### src/common/spi_reg_defines.svh
`ifndef SPI_REG_DEFINES_SVH
`define SPI_REG_DEFINES_SVH

// Size of the register map seen over SPI
`define REG_COUNT 16

// Address bits carried in the low nibble of the command byte
`define REG_ADDR_W 4

// Fixed identification byte returned by the last register
`define REG_ID_VALUE 8'h5A

// Flops in each pin synchronizer chain
// Three stages keep metastability risk low at typical clk rates
`define SYNC_STAGES 3

`endif

### src/common/reg_map_pkg.sv
`include "spi_reg_defines.svh"

// Register map types, used by the decoder, the bank and the byte link
package reg_map_pkg;

	// Register address, taken from the low bits of the command byte
	typedef logic [`REG_ADDR_W-1:0] reg_addr_t;

	// One register holds one SPI byte
	typedef logic [7:0] reg_data_t;

	// Register 0 is mirrored onto the output pin bus
	localparam reg_addr_t REG_CTRL = reg_addr_t'(0);

	// The last register is read-only and returns the identification byte
	localparam reg_addr_t REG_ID = reg_addr_t'(`REG_COUNT - 1);

	// Every other index is a plain read/write scratch register

endpackage

### src/common/spi_link_pkg.sv
// Serial link types shared by the transceiver side and the command decoder
package spi_link_pkg;

	// Command opcode, carried in bits 7..6 of the first byte of a frame
	typedef enum logic [1:0] {
		OP_NOP   = 2'b00,	// Frame is ignored until CS rises
		OP_WRITE = 2'b01,	// Following bytes are written to the register bank
		OP_READ  = 2'b10,	// Following bytes clock register values out on MISO
		OP_RSVD  = 2'b11	// Reserved, handled the same as a NOP
	} spi_opcode_t;

	// Decoder frame state
	typedef enum logic [2:0] {
		ST_IDLE,	// CS is high, nothing in progress
		ST_CMD,		// Waiting for the command byte
		ST_WRITE,	// Each byte becomes a register write
		ST_READ,	// Each byte triggers a reload from the next address
		ST_DROP		// Rest of the frame is discarded
	} dec_state_t;

endpackage

### src/common/spi_byte_if.sv
`timescale 1ns/1ps

// Byte-wide link between the SPI transceiver and the command decoder
// All signals are plain strobes, there is no back-pressure in either direction
interface spi_byte_if import reg_map_pkg::*; ();

	reg_data_t	rx_data;	// Last complete byte received from MOSI
	logic		rx_valid;	// One clock pulse when rx_data has just been updated
	logic		cs_falling;	// One clock pulse at the start of every frame

	reg_data_t	tx_data;	// Next byte to shift out on MISO
	logic		tx_valid;	// Loads tx_data into the transmit shifter, always accepted

	// Transceiver end
	modport xcvr (
		output rx_data, rx_valid, cs_falling,
		input  tx_data, tx_valid
	);

	// Decoder end
	modport dec (
		input  rx_data, rx_valid, cs_falling,
		output tx_data, tx_valid
	);

endinterface

### src/spi_device/spi_device_interface.sv
`timescale 1ns/1ps
`include "spi_reg_defines.svh"

// Oversampling SPI device transceiver, mode 0 only
// SCK is treated as data and sampled on clk, so clk must run at least 4x SCK
module spi_device_interface (
	input  logic	clk,
	input  logic	rst_n,
	input  logic	spi_sck,
	input  logic	spi_mosi,
	input  logic	spi_cs_n,
	output logic	spi_miso,
	output logic	cs_n_sync,	// Synchronized chip select, shared with the decoder
	spi_byte_if.xcvr	link
);

	// Bit 2 is CS_N, bit 1 is SCK, bit 0 is MOSI
	logic [2:0]	sync_q [`SYNC_STAGES];
	logic		sck_sync;
	logic		mosi_sync;

	logic		cs_q;	// Previous synchronized CS_N
	logic		sck_q;	// Previous synchronized SCK
	logic		cs_falling;
	logic		sck_rising;

	logic [2:0]	bit_cnt;	// Bits of the current byte seen so far
	logic [7:0]	rx_shift;
	logic [7:0]	tx_shift;

	// All three pins go through the same chain, one column per pin
	always_ff @(posedge clk) begin
		if (!rst_n) begin
			for (int i = 0; i < `SYNC_STAGES; i++)
				sync_q[i] <= 3'b100;	// CS_N idles high
		end else begin
			sync_q[0] <= {spi_cs_n, spi_sck, spi_mosi};
			for (int i = 1; i < `SYNC_STAGES; i++)
				sync_q[i] <= sync_q[i-1];
		end
	end

	assign cs_n_sync = sync_q[`SYNC_STAGES-1][2];
	assign sck_sync  = sync_q[`SYNC_STAGES-1][1];
	assign mosi_sync = sync_q[`SYNC_STAGES-1][0];

	// One more flop per line gives the edge detectors
	always_ff @(posedge clk) begin
		if (!rst_n) begin
			cs_q  <= 1'b1;
			sck_q <= 1'b0;
		end else begin
			cs_q  <= cs_n_sync;
			sck_q <= sck_sync;
		end
	end

	assign cs_falling = cs_q && !cs_n_sync;	// Start of frame, restarts bit counting
	assign sck_rising = !sck_q && sck_sync;	// Mode 0 sample point
	assign link.cs_falling = cs_falling;

	assign spi_miso = tx_shift[7];	// MSB first

	// Counter, strobe and transmit shifter
	always_ff @(posedge clk) begin
		if (!rst_n) begin
			bit_cnt       <= 3'd0;
			link.rx_valid <= 1'b0;
			tx_shift      <= 8'h00;
		end else begin
			link.rx_valid <= 1'b0;

			if (cs_falling) begin
				bit_cnt  <= 3'd0;
				tx_shift <= link.tx_data;	// First MISO byte of the frame
			end

			if (sck_rising) begin
				bit_cnt  <= bit_cnt + 3'd1;	// Wraps to zero after the eighth bit
				tx_shift <= {tx_shift[6:0], 1'b0};
				if (bit_cnt == 3'd7)
					link.rx_valid <= 1'b1;
			end

			// A reload always wins over the shift on the same clock
			if (link.tx_valid)
				tx_shift <= link.tx_data;
		end
	end

	// Receive path holds only payload
	always_ff @(posedge clk) begin
		if (sck_rising) begin
			rx_shift <= {rx_shift[6:0], mosi_sync};
			if (bit_cnt == 3'd7)
				link.rx_data <= {rx_shift[6:0], mosi_sync};	// Includes the bit sampled now
		end
	end

	// A byte can only complete when the counter has just wrapped
	a_rx_on_wrap: assert property (@(posedge clk) disable iff (!rst_n)
		link.rx_valid |-> bit_cnt == 3'd0)
		else $error("rx_valid with bit counter at %0d", bit_cnt);

endmodule

### src/spi_device/spi_cmd_decoder.sv
`timescale 1ns/1ps

// Frame sequencer for the SPI register port
// First byte of a frame is the command, later bytes are data for the chosen opcode
module spi_cmd_decoder import spi_link_pkg::*, reg_map_pkg::*; (
	input  logic		clk,
	input  logic		rst_n,
	input  logic		cs_n_sync,	// Already synchronized in the transceiver
	spi_byte_if.dec		link,
	output logic		wr_en,
	output reg_addr_t	wr_addr,
	output reg_data_t	wr_data,
	output reg_addr_t	rd_addr,
	input  reg_data_t	rd_data
);

	dec_state_t		state;
	reg_addr_t		addr;		// Running register address for this frame
	spi_opcode_t	cmd_op;
	reg_addr_t		cmd_addr;

	// Command byte fields, bits 5..4 are ignored
	assign cmd_op   = spi_opcode_t'(link.rx_data[7:6]);
	assign cmd_addr = reg_addr_t'(link.rx_data[$bits(reg_addr_t)-1:0]);

	// On the command byte the bank is asked for the start address directly,
	// afterwards it is always one ahead of the byte now on MISO
	assign rd_addr = (state == ST_CMD) ? cmd_addr : reg_addr_t'(addr + 1'b1);

	assign wr_addr = addr;	// Write lands at the current address, increment follows

	always_ff @(posedge clk) begin
		if (!rst_n) begin
			state         <= ST_IDLE;
			addr          <= '0;
			wr_en         <= 1'b0;
			link.tx_valid <= 1'b0;
		end else begin
			wr_en         <= 1'b0;
			link.tx_valid <= 1'b0;

			if (link.cs_falling) begin
				state <= ST_CMD;
			end else if (cs_n_sync) begin
				state <= ST_IDLE;	// Frame over, whatever the state was
			end else begin
				case (state)
					ST_CMD: begin
						if (link.rx_valid) begin
							addr <= cmd_addr;
							case (cmd_op)
								OP_WRITE: state <= ST_WRITE;
								OP_READ: begin
									state         <= ST_READ;
									link.tx_valid <= 1'b1;	// rd_data of cmd_addr is latched below
								end
								default: state <= ST_DROP;	// NOP and the reserved code
							endcase
						end
					end
					ST_WRITE: begin
						if (link.rx_valid)
							wr_en <= 1'b1;
						if (wr_en)
							addr <= addr + 1'b1;	// Wraps modulo the register count
					end
					ST_READ: begin
						if (link.rx_valid) begin
							link.tx_valid <= 1'b1;
							addr          <= addr + 1'b1;
						end
					end
					default: ;	// ST_IDLE and ST_DROP wait for CS
				endcase
			end
		end
	end

	// Data path, captured with every received byte
	// Only used when the FSM raises wr_en or tx_valid on the following clock
	always_ff @(posedge clk) begin
		if (link.rx_valid) begin
			wr_data      <= link.rx_data;
			link.tx_data <= rd_data;
		end
	end

	a_wr_in_write: assert property (@(posedge clk) disable iff (!rst_n)
		wr_en |-> state == ST_WRITE)
		else $error("Register write outside a write frame");

	a_tx_not_idle: assert property (@(posedge clk) disable iff (!rst_n)
		link.tx_valid |-> state != ST_IDLE)
		else $error("Transmit reload while idle");

endmodule

### src/verilog/reg_bank.sv
`timescale 1ns/1ps
`include "spi_reg_defines.svh"

// Sixteen byte registers, synchronous write and combinational read
module reg_bank import reg_map_pkg::*; (
	input  logic		clk,
	input  logic		rst_n,
	input  logic		wr_en,
	input  reg_addr_t	wr_addr,
	input  reg_data_t	wr_data,
	input  reg_addr_t	rd_addr,
	output reg_data_t	rd_data,
	output reg_data_t	ctrl_out	// Mirror of REG_CTRL on the pin bus
);

	reg_data_t regs [`REG_COUNT];

	always_ff @(posedge clk) begin
		if (!rst_n) begin
			for (int i = 0; i < `REG_COUNT; i++)
				regs[i] <= '0;
			regs[REG_ID] <= `REG_ID_VALUE;	// Identification byte is loaded at reset
		end else if (wr_en && wr_addr != REG_ID) begin
			regs[wr_addr] <= wr_data;	// ID writes are dropped silently
		end
	end

	assign rd_data = regs[rd_addr];	// The ID register reads from storage like the others

	assign ctrl_out = regs[REG_CTRL];

	// A write aimed at the ID register must not disturb what is stored there
	a_id_read_only: assert property (@(posedge clk) disable iff (!rst_n)
		wr_en && wr_addr == REG_ID |=> regs[REG_ID] == `REG_ID_VALUE)
		else $error("ID register changed after a write");

endmodule

### src/verilog/spi_reg_top.sv
`timescale 1ns/1ps

// SPI register port: transceiver, command decoder and register bank
module spi_reg_top import reg_map_pkg::*; (
	input  logic		clk,
	input  logic		rst_n,
	input  logic		spi_sck,
	input  logic		spi_mosi,
	input  logic		spi_cs_n,
	output logic		spi_miso,
	output logic [7:0]	ctrl_out
);

	spi_byte_if link ();	// Byte stream between transceiver and decoder

	logic		cs_n_sync;
	logic		wr_en;
	reg_addr_t	wr_addr;
	reg_data_t	wr_data;
	reg_addr_t	rd_addr;
	reg_data_t	rd_data;

	spi_device_interface u_xcvr (
		.clk       (clk),
		.rst_n     (rst_n),
		.spi_sck   (spi_sck),
		.spi_mosi  (spi_mosi),
		.spi_cs_n  (spi_cs_n),
		.spi_miso  (spi_miso),
		.cs_n_sync (cs_n_sync),
		.link      (link.xcvr)
	);

	spi_cmd_decoder u_decode (
		.clk       (clk),
		.rst_n     (rst_n),
		.cs_n_sync (cs_n_sync),
		.link      (link.dec),
		.wr_en     (wr_en),
		.wr_addr   (wr_addr),
		.wr_data   (wr_data),
		.rd_addr   (rd_addr),
		.rd_data   (rd_data)
	);

	reg_bank u_execute (
		.clk      (clk),
		.rst_n    (rst_n),
		.wr_en    (wr_en),
		.wr_addr  (wr_addr),
		.wr_data  (wr_data),
		.rd_addr  (rd_addr),
		.rd_data  (rd_data),
		.ctrl_out (ctrl_out)
	);

endmodule

### config.mk
export PLATFORM = sky130hd
export DESIGN_NAME = spi_reg_top
export DESIGN_NICKNAME = d
export VERILOG_FILES = /design/src/common/reg_map_pkg.sv /design/src/common/spi_link_pkg.sv /design/src/common/spi_byte_if.sv /design/src/spi_device/spi_device_interface.sv /design/src/spi_device/spi_cmd_decoder.sv /design/src/verilog/reg_bank.sv /design/src/verilog/spi_reg_top.sv
export VERILOG_INCLUDE_DIRS = /design/src /design/src/common
export SDC_FILE = /design/constraint.sdc
export NUM_CORES = 1
export LEC_CHECK = 0
export BUFFER_PORTS_ARGS = -buffer_cell sky130_fd_sc_hd__buf_2
export CORE_UTILIZATION = 35
export DETAILED_ROUTE_END_ITERATION = 16
export HOLD_SLACK_MARGIN = 0.1
export SLEW_MARGIN = 10
export SYNTH_ARGS = -nofsm -noshare
export SYNTH_HDL_FRONTEND = slang
export SYNTH_SLANG_ARGS = --single-unit
### constraint.sdc
create_clock -name clk -period 2.6 [get_ports clk]
set_input_delay 0.13 -clock clk [delete_from_list [all_inputs] [get_ports clk]]
set_output_delay 0.13 -clock clk [all_outputs]
set_load 0.05 [all_outputs]
==> reports/results.tsv <==
metric	value	unit
status	complete, no violations	
power_density	641	mW/mm²
max_freq	429	MHz
leakagePower	3.41	nW
holdPathEnd	u_xcvr.sync_q[0][2]$_SDFF_PN1_	
grt_pass1_vias	5463	
post_dp_cell_area	0.00935	mm²
worstSetupPathType	reg -> reg	
finalCoreUtilization	0.407	
r2r_end	u_decode.link.tx_data[6]$_DFFE_PP_	
worstRegToRegCells	4	
die_h	161	µm
clk_path_buf_depth	2	
start_kind	flip-flop	
clock_latency	440	ps
slew_headroom	0.315	
dr.pass1.iters	6	
tns	0	ps
synth_area_leaders	edfxtp_1 54%, and2_1 9.2%, mux4_2 8.2%, dfxtp_1 7.3%, mux2i_1 4.1%	
hold_depth	3	
cts-htree-levels	4	
hold_class	in -> reg	
grt_pass1_wl	31.9	mm
synth.distinct_cells	47	
post_cts_buffers	0	
synth_seq_cells	191	
antenna_found_initial	0	
placementRows	57	
async_flop_share	0	
syn_avg_cell_area	13.6	µm²
final_area	0.00999	mm²
hold_slack	261	ps
crit_fanout	13	
first_iter_violations	609	
fin_crit_sh	0.896	
hold_viol_final	0	
yosys_warnings	0	
rsz0062_at_grt	false	
tightestPinTransition	1030	ps
synth.most_common_cell	edfxtp_1	
fp.dieW	161	µm
dp_slack	296	ps
fp.coreArea	0.0245	mm²
setup_viol	0	
cts_resized	0	
drive_gt1_frac	0.167	
worst_setup_path_end_kind	flip-flop	
grt-ovfl-total	0	
io_pins	14	
period_needed	2330	ps
reg2reg_from	u_decode.state[0]$_SDFFE_PN0P_	
gp_congestion	0.899	
drtAntennaViolNets	0	
drv_cap	0	
cts_made_buffers	17	
diodes	0	
synth_top_cells_by_count	159 x edfxtp_1, 129 x and2_1, 51 x nand2_1	
synth_flop_cell	edfxtp_1	
hp-start	rst_n	
dpl.hpwl	14.3	mm
slew_viol_final	0	
dp_cells	984	
port-buffer-count	13	
worstPathArrival	2610	ps
grtUsageTotal	0.168	
drc	0	
yosys.area.top_type	edfxtp_1	
vias	5349	
instances_no_fill	1019	
start_util	0.359	
finClkSkew	12.2	ps
cts_tree	built	
synth-edff-count	159	
root_buffer	clkbuf_16	
wirelength	20.7	mm
area_growth	13.4	%
netlist_instances	648	
p_total	6.41	mW
ys_seq_area_frac	0.615	
path_clk_slew	70	ps
setup_ws	272	ps
required	2880	ps
viasPerCell	5.25	
dieArea	0.0258	mm²
rrSetupSlack	270	ps
layout.nets	695	
peakVddDrop	0.402	mV
routedWlPerCell	20.3	µm
synth_top_cell_area_share	0.542	
netlist_area	0.00881	mm²
cts.sinks	191	
grt_max_degree	33	
[sequential cells by signal (all words and copies together) (netlist names), 4 cells and up]
| register | count |
|---|---|
| u_decode.wr_data | 8 |
| u_xcvr.sync_q | 9 |
| u_decode.link.tx_data | 8 |
| u_xcvr.link.rx_data | 8 |
| u_execute.regs | 128 |
| u_decode.wr_addr | 4 |
| u_xcvr.tx_shift | 8 |
| u_xcvr.rx_shift | 7 |
[cell usage in the layout, fill, tap and decap left out, types with 7 or more instances in the layout]
cell and n:
edfxtp_1 159, and2_1 129, nand2_1 51, mux2i_1 36
mux4_2 32, buf_4 32, dfxtp_1 32, nor2_1 28
nand3_1 22, clkbuf_16 19, nand2b_1 16, buf_2 13
o21ai_0 10, a31oi_1 9, a211oi_1 9, nor3_1 9
o32ai_1 8, ha_1 8, conb_1 8, o2111a_1 7
[routing by layer]
metal,wire length [µm],global-route usage,vias up
met5,0,0,-
met4,550,0.0693,0
met3,1480,0.0483,33
met2,9510,0.260,205
met1,9130,0.222,2658
li1,-,-,2453
[worst max path at each step]
stage,start,endpoint,slack [ps],cells past startpoint
4_1_cts,u_decode.state[0]$_SDFFE_PN0P_,u_decode.link.tx_data[6]$_DFFE_PP_,270,4
2_1_floorplan,u_decode.wr_addr[0]$_SDFFE_PN0P_,u_decode.link.tx_data[4]$_DFFE_PP_,80,9
5_1_grt,u_decode.wr_addr[1]$_SDFFE_PN0P_,u_decode.link.tx_data[6]$_DFFE_PP_,20,5
3_5_place_dp,u_decode.state[0]$_SDFFE_PN0P_,u_decode.link.tx_data[6]$_DFFE_PP_,300,4
6_report,u_decode.state[0]$_SDFFE_PN0P_,u_decode.link.tx_data[6]$_DFFE_PP_,270,4
3_3_place_gp,u_decode.state[0]$_SDFFE_PN0P_,u_decode.link.tx_data[6]$_DFFE_PP_,300,4
[where the power goes]
| group | internal, mW | switching, mW | total (mW) |
|---|---|---|---|
| combinational | 0.0967 | 0.150 | 0.247 |
| sequential | 3.43 | 0.0574 | 3.48 |
| clock | 1.49 | 1.19 | 2.68 |
| total | 5.01 | 1.40 | 6.41 |
[timing repair]
item,4_1_cts,5_1_grt
hold endpoints to repair,3,0
hold buffers,3,0
setup endpoints to repair,0,0
[cell families after synthesis]
family          after synthesis  share of synthesized area
compound gates               60                     0.0534
xor+xnor                      3                    0.00298
fa+ha+maj                     8                     0.0114
buf+inv                      44                     0.0244
flops                       191                      0.615
mux                          70                      0.126
other cells                   2                   0.000852
simple gates                270                      0.167
[critical path, stage by stage (launching register included)]
cell and delay, ps:
dfxtp_1 410, or3b_1 650, o21ai_4 460, mux2_2 440, a211oi_2 220
[layout make-up]
type	count	area [µm²]
Timing Repair Buffer	48	335
Multi-Input combinational cell	419	3200
Clock buffer	21	493
Inverter	5	18.8
Sequential cell	191	5420
Fill cell	2293	14500
Tap cell	324	405
Clock inverter	11	119
No activity file was read; power rests on OpenSTA's default activity.
